## src/include/core_params.svh

```systemverilog
`ifndef CORE_PARAMS_SVH
`define CORE_PARAMS_SVH

// datapath and address width
`define XLEN 32

// general register file
`define REG_COUNT 32
`define REG_IDX_W 5

// data memory depth in words, indexed by addr[9:2]
`define DMEM_WORDS 256

// first fetch address after reset
`define RESET_PC 32'h0000_0000

`endif

```

## src/hw/reg_file.sv

```systemverilog
`default_nettype none

`include "core_params.svh"

module reg_file (
  input  logic                  clk,
  input  logic                  rst,
  input  logic                  write_en,
  input  logic [`REG_IDX_W-1:0] rs1,
  input  logic [`REG_IDX_W-1:0] rs2,
  input  logic [`REG_IDX_W-1:0] rd,
  input  logic [`XLEN-1:0]      wb_data,
  output logic [`XLEN-1:0]      rs1_data,
  output logic [`XLEN-1:0]      rs2_data
);

  logic [`REG_COUNT-1:0][`XLEN-1:0] regs;

  // async read ports
  assign rs1_data = regs[rs1];
  assign rs2_data = regs[rs2];

  always_ff @(posedge clk or posedge rst) begin
    if (rst) begin
      regs <= '0;
    end else if (write_en && (rd != '0)) begin // x0 never written
      regs[rd] <= wb_data;
    end
  end

endmodule

`default_nettype wire

```

## config.mk

```make
export PLATFORM = sky130hd
export DESIGN_NAME = reg_file
export DESIGN_NICKNAME = d
export VERILOG_FILES = /design/src/hw/reg_file.sv
export VERILOG_INCLUDE_DIRS = /design/src /design/src/include
export SDC_FILE = /design/constraint.sdc
export NUM_CORES = 2
export LEC_CHECK = 0
export ABC_CLOCK_PERIOD_IN_PS = 55800
export BUFFER_PORTS_ARGS = -buffer_cell sky130_fd_sc_hd__buf_2
export CELL_PAD_IN_SITES_DETAIL_PLACEMENT = 0
export CELL_PAD_IN_SITES_GLOBAL_PLACEMENT = 1
export CORE_MARGIN = 2
export CORE_UTILIZATION = 56
export DETAILED_ROUTE_END_ITERATION = 8
export PLACE_DENSITY = 0.89
export RECOVER_POWER = 100
export SETUP_SLACK_MARGIN = 0.4
export SLEW_MARGIN = 0
export SYNTH_ARGS = -nofsm -noshare
export SYNTH_HDL_FRONTEND = slang
export SYNTH_SLANG_ARGS = --single-unit
```

## constraint.sdc

```tcl
create_clock -name clk -period 55.8 [get_ports clk]
set_input_delay 5.58 -clock clk [delete_from_list [all_inputs] [get_ports clk]]
set_output_delay 5.58 -clock clk [all_outputs]
set_load 0.02 [all_outputs]
```

## Word level (Yosys, flattened, before mapping)

Index checks and enable logic that the tools add are counted.

- Register bits after elaboration: 1,024
- Input bits: 50
- Output and inout bits: 64

- Magnitude comparators: 4
- Multiplexer cells: 7
- Reductions and logical operators: 3

Operators with widths:

| cell | count |
|---|---|
| $bwmux 1024 | 1 |
| $bmux 32 s5 | 2 |
| $demux 32 s5 | 1 |
| $mux 32 | 3 |
| $lt 5x6->1 const B | 3 |
| $ge 5x1->1 const B | 1 |
| $reduce_bool 5->1 | 1 |
| $logic_and 1x1->1 | 2 |

## Logic depth before layout (Yosys ltp)

- Word-level depth: 5
- Gate-level depth with buffers: 8
- Gate-level depth less buffers: 5

## Worst setup path before layout

OpenSTA, ideal clock, no wires.

- Path kind: input to output
- Start: input rs2[1]
- End: output rs2_data[25]
- Arrival: 7.054 ns
- Required time: 50.220 ns
- Path slack: 43.166 ns
- Stages: 8
- Buffers on the path: 4
- Cell sequence: buf_2 buf_2 buf_2 buf_2 mux2i_1 a22oi_1 a31oi_1 nand3_1

- Cells in the longest elaborated chain, start to end: 2

RTL lines:

| what | line | text |
|---|---|---|
| from (decl) | reg_file.sv:10 | `` input logic [`REG_IDX_W-1:0] rs2, `` |
| $bmux 32 s5 | reg_file.sv:21 | `assign rs2_data = regs[rs2];` |
| $mux 32 (not written as such) | reg_file.sv:21 |  |
| to (decl) | reg_file.sv:14 | `` output logic [`XLEN-1:0] rs2_data `` |

Every way passes these cells. The select of a mux whose other input is x is not followed.

## Worst setup path after layout

- Start: input rs1[1]
- End: output rs1_data[26]

- Cells in the longest elaborated chain, start to end: 2

RTL lines:

| what | line | text |
|---|---|---|
| from (decl) | reg_file.sv:9 | `` input logic [`REG_IDX_W-1:0] rs1, `` |
| $bmux 32 s5 | reg_file.sv:20 | `assign rs1_data = regs[rs1];` |
| $mux 32 (not written as such) | reg_file.sv:20 |  |
| to (decl) | reg_file.sv:13 | `` output logic [`XLEN-1:0] rs1_data, `` |

Every way passes these cells. The select of a mux whose other input is x is not followed.

==> results.json <==
{
  "grt_antenna_before_repair": 3,
  "nNetsFinal": 4483,
  "place_hpwl_um": 84300,
  "hold_violations": 0,
  "arrival_ns": 17.92,
  "drt_pass1_iterations": 5,
  "path_clk_slew_ns": 0.06,
  "h-tree-depth": 3,
  "async_reset_ff_share_pct": 100,
  "clock_skew_ns": 0,
  "switching_share_pct": 28.4,
  "fmax_mhz": 42.6,
  "netlist.top_cell.by_area": "dfrtp_1",
  "ys_warn_count": 0,
  "port_buffers": 113,
  "ir_worst_vdd_uv": 26.9,
  "start_kind": "input pin",
  "crit_start": "rs1[1]",
  "placed_area_um2": 56400,
  "postLayoutCoreUtil_pct": 60.7,
  "grt_pass1_vias": 39481,
  "combPwrFrac_pct": 19.1,
  "drt_iter0_markers": 3529,
  "gp_congestion": 0.800,
  "tightest_slew_ns": 9.55,
  "numCtsBuffers": 107,
  "clock_sinks": 1024,
  "p_leak_nw": 28.2,
  "grtUsageMet3_pct": 4.55,
  "powerDensity_nw_per_um2": 36.0,
  "die_area_um2": 101000,
  "largest_reg_flops": 1024,
  "ys.flop_type": "dfrtp_1",
  "seqPwrFrac_pct": 46.1,
  "worstSetupPathType": "in -> out",
  "holdBufCountCts": 0,
  "start_util_pct": 56.4,
  "cts-root-buf": "clkbuf_16",
  "row_count": 115,
  "die_h_um": 319,
  "post-route-period-util_pct": 42.1,
  "largestRegisters": "regs (1024)",
  "syn_nets": 4663,
  "vias": 38684,
  "postSynthCellCount": 4613,
  "seq_area_frac_synth_pct": 46.2,
  "min_period_ns": 23.50,
  "largest_register": "regs",
  "wl_per_cell_um": 27.8,
  "routed_wl_um": 161000,
  "cp-end-kind": "output pin",
  "synth_area_per_cell_um2": 12.0,
  "gr-total-overflow": 0,
  "drc": 0,
  "grt_usage_pct": 31.5,
  "holdCritStartpoint": "regs[7]",
  "ant_nets": 0,
  "fin_hold_ws_ns": 0.399,
  "io_pins": 114,
  "area_growth_pct": 7.73,
  "cpMaxStageDelayCell": "clkbuf_1",
  "cts.path.max_buffers": 3,
  "cts_setup_buffers": 0,
  "outcome": "complete, but fails checks",
  "cpPeakStageDelay_ns": 4.30,
  "cp_cell_sequence": "clkbuf_1 -> clkbuf_1 -> clkbuf_1 -> mux2i_1 -> a22o_1 -> nor3_1 -> a31oi_1 -> nand3_1 -> clkbuf_1",
  "grt_max_degree": 183,
  "pwr-share-clk_pct": 34.8,
  "crit_required_ns": 50.22,
  "clkLatencyLatePin_ns": 0.69,
  "multi_input_area_um2": 27800,
  "setup_tns_ns": 0,
  "slew_viol_final": 2463,
  "fill_cells": 7921,
  "finalSetupViolCount": 0,
  "rsz0062_at_grt": "false",
  "hold_path.class": "reg -> reg",
  "yosysTopAreaCellShare_pct": 46.2,
  "grt_use_met2_pct": 50.7,
  "ctsResizeCount": 0,
  "p_total_mw": 2.15,
  "fin_area_um2": 59700,
  "seq_area_um2": 25600,
  "cts_tree": "yes",
  "synth.area.top_cells": "dfrtp_1 (46%), mux2_2 (19%), mux2i_1 (18%)",
  "p_int_mw": 1.54,
  "drv_cap": 64,
  "die_w_um": 319,
  "violations": "max-capacitance violations, max-slew violations",
  "grt_util_met1_pct": 43.1,
  "critPathMostFrequentCell": "clkbuf_1",
  "core_um2": 98300,
  "switchingPower_mw": 0.610,
  "post_drt_via_cell_ratio": 6.66,
  "ys_ff_latch": 1024,
  "top_usage_layer": "met2",
  "synth_cell_type_count": 28,
  "drive_gt1_share_pct": 26.9,
  "crit_fanout": 80,
  "grt_pass1_wl_um": 246000,
  "relSlewSlack_pct": -537,
  "r2r-start": "regs[337]",
  "synth_commonest_cells": "dfrtp_1 (1,024), mux2i_1 (1,024), mux2_2 (940), clkbuf_1 (246), nand2_1 (214)",
  "synth_edf_count": 0,
  "netlist_area_um2": 55400
}
==> critical path: cells and delay by family <==
kind | cells | cell delay (ns)
buffers and inverters | 4 | 10.82
multiplexers | 1 | 0.30
AO/OA/AOI/OAI | 2 | 0.54
AND/OR/NAND/NOR | 2 | 0.45
==> through the flow <==
stage / instances / setup slack [ns]
after floorplan: 4613 / 21.40
after global placement: 5611 / 40.82
after detailed placement: 5611 / 40.80
after CTS: 5807 / 40.77
after global routing: 5809 / 31.94
final: 5809 / 32.30
==> cell type report <==
class	instances	area share, %
clock buffers	155	5.29
well taps	1287	2.70
multi-input cells	3109	46.6
clock inverters	41	0.885
diodes	2	0.00838
repair buffers	190	1.61
inverters	1	0.00838
flip-flops and latches	1024	42.9
==> cell families (layout without fill, tap and decap cells) <==
family	count (synthesis)	count (layout)	synth area share, %
compound gates	576	576	7.08
buf+inv	480	387	3.75
flops	1024	1024	46.2
mux	2016	2016	38.7
other cells	0	2	0
simple gates	517	517	4.27
==> power groups by stage <==
stage          clock, mW  sequential (mW)  combinational [mW]
3_3_place_gp           0            0.989               0.396
2_1_floorplan          0            0.973               0.326
4_1_cts            0.755            0.986               0.410
6_report           0.747            0.992               0.412
3_5_place_dp           0            0.999               0.407
5_1_grt            0.785             1.01               0.448
==> routing by layer <==
metal	up-vias	part of all wire [%]	wire, um
met5	-	0	0
met2	1479	47	75100
li1	16637	-	-
met1	20193	43	69000
met3	375	6.7	10900
met4	0	3.9	6320
==> final timing paths <==
kind / to / slack, ns / depth (start not counted)
max: rs1_data[26] / 32.30 / 9
min: regs[7] / 0.40 / 0
max reg2reg: regs[337] / 54.96 / 1
min reg2reg: regs[7] / 0.40 / 0
max in group asynchronous: regs[908] / 36.18 / 4
min in group asynchronous: regs[798] / 6.41 / 2
==> placed cells by master (no fill, tap or decap), types with 53 or more instances in the layout <==
cell	Yosys	final
mux2i_1	1024	1024
dfrtp_1	1024	1024
mux2_2	940	939
nand2_1	214	207
nand3_1	195	195
a22oi_1	192	192
a21oi_1	192	192
clkbuf_1	246	132
a22o_1	128	128
clkbuf_16	0	109
nor3_1	67	68
a31oi_1	64	64
mux2_1	52	53
Power figures use the tool's default switching activity.
