## src/include/core_params.svh

```systemverilog
`ifndef CORE_PARAMS_SVH
`define CORE_PARAMS_SVH

// datapath and address width
`define XLEN 32

// general register file
`define REG_COUNT 32
`define REG_IDX_W 5

// data memory depth in words, indexed by addr[9:2]
`define DMEM_WORDS 256

// first fetch address after reset
`define RESET_PC 32'h0000_0000

`endif

```

## src/hw/core_pkg.sv

```systemverilog
`default_nettype none

`include "core_params.svh"

package core_pkg;

  typedef enum logic [3:0] {
    alu_add      = 4'd0,
    alu_sub      = 4'd1,
    alu_sll      = 4'd2,
    alu_srl      = 4'd3,
    alu_sra      = 4'd4,
    alu_and      = 4'd5,
    alu_or       = 4'd6,
    alu_xor      = 4'd7,
    alu_pass_imm = 4'd8 // lui
  } alu_op_e;

  typedef enum logic [2:0] {
    br_none = 3'd0,
    br_eq   = 3'd1,
    br_ne   = 3'd2,
    br_lt   = 3'd3,
    br_ge   = 3'd4,
    br_ltu  = 3'd5,
    br_geu  = 3'd6
  } branch_e;

  typedef struct packed {
    alu_op_e alu_op;
    branch_e branch;
    logic    use_imm;   // imm replaces rs2 as operand b
    logic    reg_write;
    logic    mem_read;
    logic    mem_write;
  } ctrl_s;

  // what an unknown word decodes to
  localparam ctrl_s ctrl_nop = '{
    alu_op:    alu_add,
    branch:    br_none,
    use_imm:   1'b0,
    reg_write: 1'b0,
    mem_read:  1'b0,
    mem_write: 1'b0
  };

  typedef struct packed {
    logic                  valid;
    logic [`XLEN-1:0]      pc;
    logic                  reg_write;
    logic [`REG_IDX_W-1:0] rd;
    logic [`XLEN-1:0]      wb_data;
  } retire_s;

endpackage

`default_nettype wire

```

## src/hw/alu_unit.sv

```systemverilog
`default_nettype none

`include "core_params.svh"

module alu_unit (
  input  core_pkg::ctrl_s  ctrl,
  input  logic [`XLEN-1:0] rs1_data,
  input  logic [`XLEN-1:0] rs2_data,
  input  logic [`XLEN-1:0] imm,
  output logic [`XLEN-1:0] alu_result,
  output logic             branch_taken
);

  localparam int shamt_w = $clog2(`XLEN);

  logic [`XLEN-1:0]   op_b;
  logic [shamt_w-1:0] shamt;

  assign op_b  = ctrl.use_imm ? imm : rs2_data;
  assign shamt = op_b[shamt_w-1:0];

  always_comb begin
    case (ctrl.alu_op)
      core_pkg::alu_add:      alu_result = rs1_data + op_b;
      core_pkg::alu_sub:      alu_result = rs1_data - op_b;
      core_pkg::alu_sll:      alu_result = rs1_data << shamt;
      core_pkg::alu_srl:      alu_result = rs1_data >> shamt;
      core_pkg::alu_sra:      alu_result = $signed(rs1_data) >>> shamt;
      core_pkg::alu_and:      alu_result = rs1_data & op_b;
      core_pkg::alu_or:       alu_result = rs1_data | op_b;
      core_pkg::alu_xor:      alu_result = rs1_data ^ op_b;
      core_pkg::alu_pass_imm: alu_result = imm;
      default:                alu_result = '0;
    endcase
  end

  // compare register values directly, not via subtract flags
  always_comb begin
    case (ctrl.branch)
      core_pkg::br_eq:  branch_taken = (rs1_data == rs2_data);
      core_pkg::br_ne:  branch_taken = (rs1_data != rs2_data);
      core_pkg::br_lt:  branch_taken = ($signed(rs1_data) < $signed(rs2_data));
      core_pkg::br_ge:  branch_taken = ($signed(rs1_data) >= $signed(rs2_data));
      core_pkg::br_ltu: branch_taken = (rs1_data < rs2_data);
      core_pkg::br_geu: branch_taken = (rs1_data >= rs2_data);
      default:          branch_taken = 1'b0;
    endcase
  end

endmodule

`default_nettype wire

```

## config.mk

```make
export PLATFORM = sky130hd
export DESIGN_NAME = alu_unit
export DESIGN_NICKNAME = d
export VERILOG_FILES = /design/src/hw/core_pkg.sv /design/src/hw/alu_unit.sv
export VERILOG_INCLUDE_DIRS = /design/src /design/src/include
export SDC_FILE = /design/constraint.sdc
export NUM_CORES = 1
export LEC_CHECK = 0
export ABC_AREA = 1
export ABC_CLOCK_PERIOD_IN_PS = 5800
export BUFFER_PORTS_ARGS = -buffer_cell sky130_fd_sc_hd__buf_2
export CORE_UTILIZATION = 39
export DETAILED_ROUTE_END_ITERATION = 8
export GPL_ROUTABILITY_DRIVEN = 1
export PLACE_DENSITY_LB_ADDON = 0.05
export SLEW_MARGIN = 10
export SYNTH_ARGS = -nofsm -noshare
export SYNTH_HDL_FRONTEND = slang
export SYNTH_SLANG_ARGS = --single-unit
```

## constraint.sdc

```tcl
create_clock -name vclk -period 5.8
set_input_delay 0.87 -clock vclk [all_inputs]
set_output_delay 0.87 -clock vclk [all_outputs]
set_load 0.01 [all_outputs]
```

; Word level (Yosys, flattened, before mapping)
; Cells that the tools add are included.
[word_totals]
register_bits = 0
latch_bits = 0
mem_bits_rw = 0
mem_bits_ro = 0
inputBits = 107
wordCells = 32
n_memories = 0
[op_classes]
add_sub_neg = 2
n_mul = 0
div = 0
n_lt_le_gt_ge = 4
n_eq_ne = 16
n_shift = 3
mux = 3
n_bitwise = 3
n_reduce_logical = 1
[ops]
columns = operator, count
row1 = $pmux W32 S9, 1
row2 = $ge A32 B32 Y1, 2
row3 = $lt A32 B32 Y1, 2
row4 = $add A32 B32 Y32, 1
row5 = $and A32 B32 Y32, 1
row6 = $eq A32 B32 Y1, 1
row7 = $mux W32, 1
row8 = $ne A32 B32 Y1, 1
row9 = $or A32 B32 Y32, 1
row10 = $shl A32 B5 Y32, 1
row11 = $shr A32 B5 Y32, 1
row12 = $sshr A32 B5 Y32, 1
row13 = $sub A32 B32 Y32, 1
row14 = $xor A32 B32 Y32, 1
row15 = $eq A4 B3 Y1 const B, 4
row16 = $eq A3 B3 Y1 const B, 3
row17 = $eq A4 B2 Y1 const B, 2
row18 = $eq A3 B2 Y1 const B, 2
row19 = $pmux W1 S6, 1
row20 = $eq A4 B1 Y1 const B, 1
row21 = $eq A4 B4 Y1 const B, 1
row22 = $logic_not A4 Y1, 1
row23 = $eq A3 B1 Y1 const B, 1

; Longest topological paths before layout
[logic_depth]
word_depth = 3
mapped_depth = 26
ltp_nobuf = 24

; Worst setup path after synthesis
; No wires, ideal clock.
[synth_path]
path_kind = input -> output
start = input port ctrl[3] (netlist name)
end = output port alu_result[13]
t_arrival_ns = 3.817
t_required_ns = 4.930
path_slack_ns = 1.113
stages = 21
path_buffers = 4
cell_sequence = buf_6 -> buf_6 -> o21ai_4 -> buf_6 -> buf_4 -> ha_1 -> nand3_1 -> nor2_2 -> nand2_1 -> o21ai_1 -> xor2_1 -> ha_1 -> a21oi_1 -> o21ai_0 -> inv_1 -> nand2_1 -> inv_1 -> nand2_1 -> or2_2 -> nand3_1 -> nand3_1
[synth_between]
elab_chain_len = 3
[synth_lines]
columns = element, line_no
row1 = from (decl), alu_unit.sv:6  ; input core_pkg::ctrl_s ctrl,
row2 = $mux W32 *, alu_unit.sv:19  ; assign op_b = ctrl.use_imm ? imm : rs2_data;
row3 = $sub A32 B32 Y32 (tied with other cells), alu_unit.sv:25  ; core_pkg::alu_sub: alu_result = rs1_data - op_b;
row4 = $pmux W32 S9 *, alu_unit.sv:23  ; case (ctrl.alu_op)
row5 = to (decl), alu_unit.sv:10  ; output logic [`XLEN-1:0] alu_result,
; Every way passes the cells marked *; elsewhere a longest branch is shown, timed or not.

; Worst setup path in the final report
[layout_path]
start = input port ctrl[3] (netlist name)
end = output port alu_result[31]
; Same word-level chain as after synthesis.

==> flow_summary.yaml <==
timing:
  period_share_pct: 94.0
  fmax_ghz: 0.183
  tightestPinTransition_ps: 1070
  finalCriticalPeriod_ps: 5450
  setup_ws_ps: 348
  finalHoldViolations: 0
  slew_viol_final: 0
  maxSlewHeadroom_pct: 28.5
  fin_tns_setup_ps: 0
  setup_viol_count_final: 0
  rsz0062_at_grt: "no"
layout:
  finalInstanceArea_mm2: 0.0109
  diodes: 0
  seq_cell_count: 0
  mostFrequentLayoutCells: "nand2_1, nand3_1, inv_1"
  areaGrowthSynthToFinish_pct: 9.66
  clock_buffers: 0
  seq_area_um2: 0
  nets: 2246
  drive_gt1_share_pct: 11.1
  mostFrequentLayoutCell: "nand2_1"
  instances_no_fill: 2330
die:
  core_area_mm2: 0.0246
  initial_core_util_pct: 40.3
  die_height_um: 161
  die_w_um: 161
  rows: 57
  dieArea_mm2: 0.0261
  io_pins: 140
pwr:
  swShare_pct: 69.7
  seqPwrFrac_pct: 0
  ir_drop_v: 0.0000426
  power.leakage_nw: 5.98
  p_clk_share_pct: 0
  internal_power_mw: 0.377
  comb_power_share_pct: 100.0
  netSwitchingPower_mw: 0.866
  power_density_mw_per_mm2: 114
yosys:
  yosysWarnings: 0
  yosysTopAreaCellShare_pct: 22.6
  yosys-top-cells-area: "nand2_1, ha_1, nand3_1, inv_1, nor2_1"
  synth.net_count: 2150
  synthCells: 1912
  synth.cell_area_mm2: 0.00991
  synth.yosys.seq_area_share_pct: 0
  syn_avg_cell_area_um2: 5.18
  synth_top_area_cell: "nand2_1"
  synth_cell_type_count: 49
drt:
  dr_total_vias: 13783
  first_iter_violations: 1571
  drc: 0
  avgViaCountPerCell: 5.92
  ant_nets: 0
  drt_wl_total_um: 50900
  first_pass_iters: 6
  wl_per_cell_um: 21.8
global_route:
  grt_pass1_wl_um: 76500
  antenna_found_initial: 1
  overflow: 0
  grtUsageTotal_pct: 38.6
  grt_pass1_vias: 12992
  grt_max_degree: 63
setup_path:
  worstPathArrival_ps: 4580
  cp_max_fo: 9
  required_ps: 4930
  endpoint_kind: "primary output"
  start_kind: "input port"
  path_class: "input port to primary output"
place:
  place_hpwl_um: 42800
  place.port_buffers: 137
  placed_cells: 2330
  dpl_cell_area_mm2: 0.0109
  place_ws_ps: 501
  gp_congestion: 1.01
flow_run:
  cap_violations: 0
clocking:
  cts_setup_buffers: 0
  cts_resized: 0
  ctsHoldBuffers: 0
outcome:
  outcome: "finished, final reports clean"
hold_path:
  hold_path.class: "input port to primary output"
[metal layers]
metal	up-vias	global-route usage, %	part of all wire (%)
li1	6600	-	-
met1	6294	47.3	39
met2	724	65.9	46
met3	163	4.78	8.6
met4	2	19.8	6.2
met5	-	0	0.026
[synthesized netlist by cell type (3+ instances only)]
cell type / n
a31oi_1: 3
inv_1: 212
nand3_1: 302
o21ai_2: 18
a21o_1: 6
nand2_2: 4
o22ai_1: 20
nand2_1: 597
or2_2: 4
nor2_2: 9
buf_4: 7
inv_2: 8
ha_1: 130
nor3_1: 12
buf_1: 7
nor2_1: 151
o211ai_1: 12
o21ai_0: 74
o221ai_1: 4
o2111ai_1: 3
nor4_1: 4
a21oi_1: 109
buf_6: 9
o31ai_1: 3
a221oi_1: 14
nand4_1: 29
nand3b_1: 9
buf_2: 21
clkbuf_1: 30
o21ai_1: 44
xor2_1: 28
o21a_1: 8
[logic make-up (layout without fill, tap and decap cells)]
logic type | Yosys count | in the layout | share of synthesized area [%]
compound gates | 330 | 330 | 19.8
xor+xnor | 28 | 28 | 2.47
fa+ha+maj | 131 | 131 | 16.6
buf+inv | 295 | 389 | 12.4
simple gates | 1128 | 1128 | 48.7
[layout make-up]
cell class / instances / area, um^2
fill: 2924 / 13700
inverter: 221 / 830
timing repair buffer: 168 / 931
tap: 324 / 405
multi-input combinational: 1617 / 8700
[per-stage QoR]
| stage | power, mW | util, % | hold slack, ps |
|---|---|---|---|
| 2_1_floorplan | 0.798 | - | 1920 |
| 3_3_place_gp | 1.20 | 44.2 | 2150 |
| 3_5_place_dp | 1.21 | 44.2 | 2140 |
| 4_1_cts | 1.21 | 44.2 | 2150 |
| 5_1_grt | 1.36 | 44.2 | 2190 |
| 6_report | 1.24 | 44.2 | 2150 |
[critical path, stage by stage]
cell	delay (ps)
buf_2	190
buf_4	200
o21ai_4	160
ha_1	300
nand3_1	200
nor2_2	250
nand4_1	170
nand2_1	130
xor2_1	150
ha_1	320
a21oi_1	300
o21ai_0	250
nand2_1	120
nand2_1	80
nand2_1	70
nand2_1	50
a21oi_1	270
nand3_1	120
nand3_1	90
nand2_1	110
buf_2	180
[power by group through the flow]
| stage | Sequential, mW | Combinational [mW] | Clock [mW] |
|---|---|---|---|
| after floorplan | 0 | 0.798 | 0 |
| after global placement | 0 | 1.20 | 0 |
| after detailed placement | 0 | 1.21 | 0 |
| after CTS | 0 | 1.21 | 0 |
| after global routing | 0 | 1.36 | 0 |
| final | 0 | 1.24 | 0 |
[path summary, 6_finish.rpt]
| kind | startpoint | endpoint | depth (start not counted) |
|---|---|---|---|
| hold / removal | ctrl[4] | branch_taken | 5 |
| setup / recovery | ctrl[3] | alu_result[31] | 21 |
No activity file was read; power rests on OpenSTA's default activity.
