## src/include/core_params.svh

```systemverilog
`ifndef CORE_PARAMS_SVH
`define CORE_PARAMS_SVH

// datapath and address width
`define XLEN 32

// general register file
`define REG_COUNT 32
`define REG_IDX_W 5

// data memory depth in words, indexed by addr[9:2]
`define DMEM_WORDS 256

// first fetch address after reset
`define RESET_PC 32'h0000_0000

`endif

```

## src/hw/isa_pkg.sv

```systemverilog
`default_nettype none

package isa_pkg;

  typedef enum logic [6:0] {
    opc_load   = 7'b0000011,
    opc_op_imm = 7'b0010011,
    opc_store  = 7'b0100011,
    opc_op     = 7'b0110011,
    opc_lui    = 7'b0110111,
    opc_branch = 7'b1100011
  } opcode_e;

  // shared by op and op_imm
  typedef enum logic [2:0] {
    f3_add_sub = 3'b000,
    f3_sll     = 3'b001,
    f3_xor     = 3'b100,
    f3_srl_sra = 3'b101,
    f3_or      = 3'b110,
    f3_and     = 3'b111
  } alu_funct3_e;

  typedef enum logic [2:0] {
    f3_beq  = 3'b000,
    f3_bne  = 3'b001,
    f3_blt  = 3'b100,
    f3_bge  = 3'b101,
    f3_bltu = 3'b110,
    f3_bgeu = 3'b111
  } branch_funct3_e;

  localparam logic [2:0] funct3_word = 3'b010; // lw / sw width
  localparam logic [6:0] funct7_alt  = 7'b0100000; // sub, sra, srai

  typedef struct packed {
    logic [6:0] funct7;
    logic [4:0] rs2;
    logic [4:0] rs1;
    logic [2:0] funct3;
    logic [4:0] rd;
    opcode_e    opcode;
  } r_fmt_s;

  typedef struct packed {
    logic [11:0] imm;
    logic [4:0]  rs1;
    logic [2:0]  funct3;
    logic [4:0]  rd;
    opcode_e     opcode;
  } i_fmt_s;

  typedef struct packed {
    logic [6:0] imm_11_5;
    logic [4:0] rs2;
    logic [4:0] rs1;
    logic [2:0] funct3;
    logic [4:0] imm_4_0;
    opcode_e    opcode;
  } s_fmt_s;

  typedef struct packed {
    logic       imm_12;
    logic [5:0] imm_10_5;
    logic [4:0] rs2;
    logic [4:0] rs1;
    logic [2:0] funct3;
    logic [3:0] imm_4_1;
    logic       imm_11;
    opcode_e    opcode;
  } b_fmt_s;

  typedef struct packed {
    logic [19:0] imm;
    logic [4:0]  rd;
    opcode_e     opcode;
  } u_fmt_s;

  // one instruction word, five views
  typedef union packed {
    r_fmt_s r;
    i_fmt_s i;
    s_fmt_s s;
    b_fmt_s b;
    u_fmt_s u;
  } instr_u;

endpackage

`default_nettype wire

```

## src/hw/core_pkg.sv

```systemverilog
`default_nettype none

`include "core_params.svh"

package core_pkg;

  typedef enum logic [3:0] {
    alu_add      = 4'd0,
    alu_sub      = 4'd1,
    alu_sll      = 4'd2,
    alu_srl      = 4'd3,
    alu_sra      = 4'd4,
    alu_and      = 4'd5,
    alu_or       = 4'd6,
    alu_xor      = 4'd7,
    alu_pass_imm = 4'd8 // lui
  } alu_op_e;

  typedef enum logic [2:0] {
    br_none = 3'd0,
    br_eq   = 3'd1,
    br_ne   = 3'd2,
    br_lt   = 3'd3,
    br_ge   = 3'd4,
    br_ltu  = 3'd5,
    br_geu  = 3'd6
  } branch_e;

  typedef struct packed {
    alu_op_e alu_op;
    branch_e branch;
    logic    use_imm;   // imm replaces rs2 as operand b
    logic    reg_write;
    logic    mem_read;
    logic    mem_write;
  } ctrl_s;

  // what an unknown word decodes to
  localparam ctrl_s ctrl_nop = '{
    alu_op:    alu_add,
    branch:    br_none,
    use_imm:   1'b0,
    reg_write: 1'b0,
    mem_read:  1'b0,
    mem_write: 1'b0
  };

  typedef struct packed {
    logic                  valid;
    logic [`XLEN-1:0]      pc;
    logic                  reg_write;
    logic [`REG_IDX_W-1:0] rd;
    logic [`XLEN-1:0]      wb_data;
  } retire_s;

endpackage

`default_nettype wire

```

## src/hw/instr_decode.sv

```systemverilog
`default_nettype none

`include "core_params.svh"

module instr_decode (
  input  logic [`XLEN-1:0]      instr,
  output logic [`REG_IDX_W-1:0] rs1,
  output logic [`REG_IDX_W-1:0] rs2,
  output logic [`REG_IDX_W-1:0] rd,
  output logic [`XLEN-1:0]      imm,
  output core_pkg::ctrl_s       ctrl
);

  isa_pkg::instr_u iw;
  logic            alt_funct7;
  logic            is_imm_op;

  assign iw = instr;

  // register fields sit at the same place in every format
  assign rs1 = iw.r.rs1;
  assign rs2 = iw.r.rs2;
  assign rd  = iw.r.rd;

  assign alt_funct7 = (iw.r.funct7 == isa_pkg::funct7_alt);
  assign is_imm_op  = (iw.r.opcode == isa_pkg::opc_op_imm);

  always_comb begin
    case (iw.r.opcode)
      isa_pkg::opc_op_imm,
      isa_pkg::opc_load:   imm = {{(`XLEN-12){iw.i.imm[11]}}, iw.i.imm};
      isa_pkg::opc_store:  imm = {{(`XLEN-12){iw.s.imm_11_5[6]}}, iw.s.imm_11_5, iw.s.imm_4_0};
      isa_pkg::opc_branch: imm = {{(`XLEN-13){iw.b.imm_12}}, iw.b.imm_12, iw.b.imm_11,
                                  iw.b.imm_10_5, iw.b.imm_4_1, 1'b0};
      isa_pkg::opc_lui:    imm = {iw.u.imm, 12'b0};
      default:             imm = '0;
    endcase
  end

  always_comb begin
    ctrl = core_pkg::ctrl_nop;
    case (iw.r.opcode)
      isa_pkg::opc_op,
      isa_pkg::opc_op_imm: begin
        ctrl.reg_write = 1'b1;
        ctrl.use_imm   = is_imm_op;
        case (iw.r.funct3)
          isa_pkg::f3_add_sub: begin
            // addi has no sub form, upper imm bits are just immediate
            ctrl.alu_op = (alt_funct7 && !is_imm_op) ? core_pkg::alu_sub : core_pkg::alu_add;
          end
          isa_pkg::f3_sll:     ctrl.alu_op = core_pkg::alu_sll;
          isa_pkg::f3_srl_sra: ctrl.alu_op = alt_funct7 ? core_pkg::alu_sra : core_pkg::alu_srl;
          isa_pkg::f3_xor:     ctrl.alu_op = core_pkg::alu_xor;
          isa_pkg::f3_or:      ctrl.alu_op = core_pkg::alu_or;
          isa_pkg::f3_and:     ctrl.alu_op = core_pkg::alu_and;
          default:             ctrl = core_pkg::ctrl_nop; // slt family not supported
        endcase
      end
      isa_pkg::opc_load: begin
        if (iw.i.funct3 == isa_pkg::funct3_word) begin
          ctrl.use_imm   = 1'b1;
          ctrl.reg_write = 1'b1;
          ctrl.mem_read  = 1'b1;
        end
      end
      isa_pkg::opc_store: begin
        if (iw.s.funct3 == isa_pkg::funct3_word) begin
          ctrl.use_imm   = 1'b1;
          ctrl.mem_write = 1'b1;
        end
      end
      isa_pkg::opc_branch: begin
        case (iw.b.funct3)
          isa_pkg::f3_beq:  ctrl.branch = core_pkg::br_eq;
          isa_pkg::f3_bne:  ctrl.branch = core_pkg::br_ne;
          isa_pkg::f3_blt:  ctrl.branch = core_pkg::br_lt;
          isa_pkg::f3_bge:  ctrl.branch = core_pkg::br_ge;
          isa_pkg::f3_bltu: ctrl.branch = core_pkg::br_ltu;
          isa_pkg::f3_bgeu: ctrl.branch = core_pkg::br_geu;
          default:          ctrl.branch = core_pkg::br_none;
        endcase
      end
      isa_pkg::opc_lui: begin
        ctrl.alu_op    = core_pkg::alu_pass_imm;
        ctrl.use_imm   = 1'b1;
        ctrl.reg_write = 1'b1;
      end
      default: ctrl = core_pkg::ctrl_nop;
    endcase
  end

endmodule

`default_nettype wire

```

## config.mk

```make
export PLATFORM = sky130hd
export DESIGN_NAME = instr_decode
export DESIGN_NICKNAME = d
export VERILOG_FILES = /design/src/hw/isa_pkg.sv /design/src/hw/core_pkg.sv /design/src/hw/instr_decode.sv
export VERILOG_INCLUDE_DIRS = /design/src /design/src/include
export SDC_FILE = /design/constraint.sdc
export NUM_CORES = 1
export LEC_CHECK = 0
export ABC_AREA = 1
export BUFFER_PORTS_ARGS = -buffer_cell sky130_fd_sc_hd__buf_2
export CAP_MARGIN = 10
export CORE_UTILIZATION = 36
export DETAILED_ROUTE_END_ITERATION = 10
export PLACE_DENSITY_LB_ADDON = 0.05
export SLEW_MARGIN = 20
export SYNTH_ARGS = -nofsm -noshare
export SYNTH_HDL_FRONTEND = slang
export SYNTH_SLANG_ARGS = --single-unit
```

## constraint.sdc

```tcl
create_clock -name vclk -period 1.1
set_input_delay 0.165 -clock vclk [all_inputs]
set_output_delay 0.165 -clock vclk [all_outputs]
set_load 0.02 [all_outputs]
```

Word level (Yosys, flattened, before mapping)
Index checks and enable logic that the tools add are counted.

Register bits: 0. Input port bits: 32. Output and inout bits: 58. Word-level logic and storage cells: 33.

Equality and inequality tests: 13. Mux-type cells: 14. Reductions and logical operators: 6.

Operators with widths (number): $pmux W32 S4 (1); $pmux W3 S6 (2); $eq A7 B6 Y1 const B (4); $eq A3 B3 Y1 const B (4); $pmux W4 S2 (1); $eq A7 B2 Y1 const B (1); $eq A7 B5 Y1 const B (1); $eq A7 B7 Y1 const B (1); $mux W3 (2); $pmux W3 S2 (1); $reduce_or A6 Y1 (1); $mux W4 (1); $pmux W1 S2 (2); $pmux W1 S4 (1); $reduce_or A2 Y1 (2); $eq A3 B1 Y1 const B (1); $eq A3 B2 Y1 const B (1); $logic_not A3 Y1 (1); $pmux W1 S3 (1); $mux W1 (2); $logic_and A1 B1 Y1 (1); $logic_not A1 Y1 (1).

Logic depth before layout (Yosys ltp)
Word-level depth: 6. Depth in mapped cells: 8. Mapped depth without buffers: 7.

Worst setup path before layout
No wires, ideal clock.

Kind: input to output. Start point: in instr[1]. End point: out imm[12]. Arrival: 1029 ps. Required time: 935 ps. Path slack: -94 ps. Stages on the path: 4. Path buffers: 0. Cell sequence: nand2_2 > nor3_1 > nand2_1 > o21ai_0.

Word-level cells in the longest chain between the ends: 3. Elaborated cells on any way between the ends: 7. Classes of those cells: 5 x eq/ne; 1 x mux; 1 x reduce/logical.

RTL lines: from (decl) (RTL line instr_decode.sv:6) `` input logic [`XLEN-1:0] instr, ``; $eq A7 B5 Y1 or $eq A7 B2 Y1 (tied branches) (RTL line instr_decode.sv:29) `case (iw.r.opcode)`; $reduce_or A2 Y1 (RTL line instr_decode.sv:29); $pmux W32 S4 * (RTL line instr_decode.sv:29); to (decl) (RTL line instr_decode.sv:10) `` output logic [`XLEN-1:0] imm, ``.

Mark *: on every way between the ends. The rest lies on a longest branch, timed or not.

Worst setup path in the final report
Start point: in instr[2]. End point: out imm[7].

Same word-level chain as after synthesis.

==> flow_summary.json <==
{
  "grt_pass1_vias": 1352,
  "ys_warn_count": 0,
  "crit_slowest_cell": "buf_2",
  "start_util_pct": 39.60,
  "syn_area_per_cell_sq_um": 5.268,
  "cp_num_cells": 9,
  "ioPinCount": 90,
  "final_common_cell": "buf_2",
  "ys_seq_area_share_pct": 0,
  "vias_per_cell": 5.797,
  "cp_cell_sequence": "buf_8 -> inv_8 -> nand2_4 -> nor2_8 -> nand2_4 -> nand2_8 -> inv_1 -> nor2_2 -> buf_2",
  "die_h_um": 49.17,
  "violations": "negative setup slack",
  "final-seq-area_sq_um": 0,
  "dp_hpwl_um": 2210,
  "period_minus_slack_ps": 1346,
  "fin_nets": 288,
  "crit_type": "primary input to output pin",
  "netlist_area_sq_um": 800.8,
  "dieArea_sq_um": 2417,
  "cp_max_fo": 6,
  "ant_nets": 0,
  "grt_start_max_net_pins": 11,
  "clock_buffers": 0,
  "whs_ps": 577.0,
  "rows": 16,
  "hold_viol_final": 0,
  "critPathCapture": "imm[7]",
  "fmax_ghz": 0.7431,
  "synthXorXnorAreaFrac_pct": 0,
  "wirelength_um": 5380,
  "synth_top_family_by_area": "simple AND/OR/NAND/NOR gates",
  "power_per_cell_area_nw_per_um2": 271.7,
  "slew_headroom_pct": 78.59,
  "seq_cells": 0,
  "arrival_ps": 1180,
  "crit_start": "instr[2]",
  "crit_family": "simple AND/OR/NAND/NOR gates",
  "synth.area.mux_share_pct": 0,
  "cts_hold_buf": 0,
  "total_leakage_power_nw": 1.085,
  "cp_data_required_time_ps": 940,
  "drc": 0,
  "core_area_sq_um": 2022,
  "tightest_slew_ps": 319.9,
  "grt_pass1_wl_um": 5651,
  "synthAdderAreaFrac_pct": 0,
  "synth-compound-area-share_pct": 15.63,
  "drv_cap": 0,
  "critPathMaxStageDelay_ps": 180,
  "period_share_pct": 122.3,
  "peakVddDrop_v": 0.0002147,
  "outcome": "finished with violations",
  "grt_antenna_before_repair": 0,
  "report.final.slew_viol_count": 0,
  "fin_tns_setup_ps": -5932,
  "synth-simple-area-share_pct": 56.41,
  "hold_class": "primary input to output pin",
  "fin_ws_ps": -245.6,
  "dr.pass1.iters": 4,
  "layout_common_cells": "buf_2, buf_6, buf_4",
  "port_buffers": 90,
  "finalWeightedCongestion": 0.8214,
  "setup_viol": 42,
  "synth_fp_nets": 184,
  "dr_total_vias": 1629,
  "antenna_cells": 0,
  "grt.total_usage_pct": 28.67,
  "cp-end-kind": "output pin",
  "rsz0062_at_grt": "true",
  "areaGrowthSynthToFinish_pct": 139.4,
  "final_util_pct": 94.80,
  "critPathLaunchType": "primary input",
  "drt_iter0_drc": 92,
  "grt_overflow_total": 0,
  "cp_num_buf_inv": 4,
  "drive_gt1_share_pct": 75.59,
  "die_x_um": 49.17,
  "cpMostUsedCell": "nand2_4",
  "synthDistinctLibCells": 19,
  "syn_inst": 152,
  "wire_per_inst_um": 19.15
}
==> metrics by stage <==
step	worst slack (ps)	area (sq um)	cells	power [mW]
after floorplan	-93.60	828.3	152	0.2029
after global placement	-205.8	1349	276	0.3467
after detailed placement	-235.2	1349	276	0.3519
after CTS	-164.8	1700	279	0.4309
after global routing	-308.4	1917	281	0.5392
final	-245.6	1917	281	0.5209
==> cells by family after synthesis <==
logic type | count (synthesis)
AND/OR/NAND/NOR | 95
buffers and inverters | 38
AO/OA/AOI/OAI | 19
==> worst min-delay path by stage <==
stage                     startpoint  slack [ps]  depth (start not counted)      end
after floorplan             instr[5]         410                          1  ctrl[1]
after global placement     instr[16]         560                          2   rs1[1]
after detailed placement   instr[22]         560                          2   rs2[2]
after CTS                  instr[22]         560                          2   rs2[2]
after global routing       instr[24]         580                          2   rs2[4]
final                      instr[24]         580                          2   rs2[4]
==> power breakdown <==
group	internal, mW	switching, mW	total, mW
clock network	0	0	0
registers	0	0	0
logic	0.209	0.312	0.521
total	0.209	0.312	0.521
==> final cells by class <==
cell class | count | area, sq um
fillers | 63 | 105.1
inverters | 21 | 98.84
repair inverters | 1 | 5.005
multi-input cells | 116 | 844.6
well taps | 27 | 33.78
repair buffers | 116 | 934.6
==> synth_stat cells <==
library cell / instances / area [sq um]
a21oi_1: 3 / 15.01
buf_12: 1 / 20.02
buf_4: 15 / 112.6
buf_6: 1 / 11.26
clkinv_2: 1 / 5.000
inv_1: 17 / 63.81
inv_2: 3 / 11.26
nand2_1: 38 / 142.6
nand2_2: 12 / 75.07
nand2_4: 1 / 11.26
nand2_8: 1 / 20.02
nand3_1: 13 / 65.06
nand4_1: 2 / 12.51
nor2_1: 25 / 93.84
nor2_2: 1 / 6.260
nor2_8: 1 / 20.02
nor3_1: 1 / 5.000
o21ai_0: 8 / 40.04
o21ai_2: 8 / 70.07
==> routing by layer <==
| metal | wire length, um | global-route usage (%) |
|---|---|---|
| met5 | 0 | 0 |
| met4 | 451 | 13.24 |
| met3 | 527 | 1.869 |
| met1 | 1745 | 31.85 |
| met2 | 2656 | 54.34 |
==> timing repair <==
action	4_1_cts	5_1_grt
setup endpoints to repair	43	43
cloned	2	1
setup buffers	2	1
pin swaps	16	16
resized for setup	95	58
Note: power is estimated with default switching activity, not from simulation.
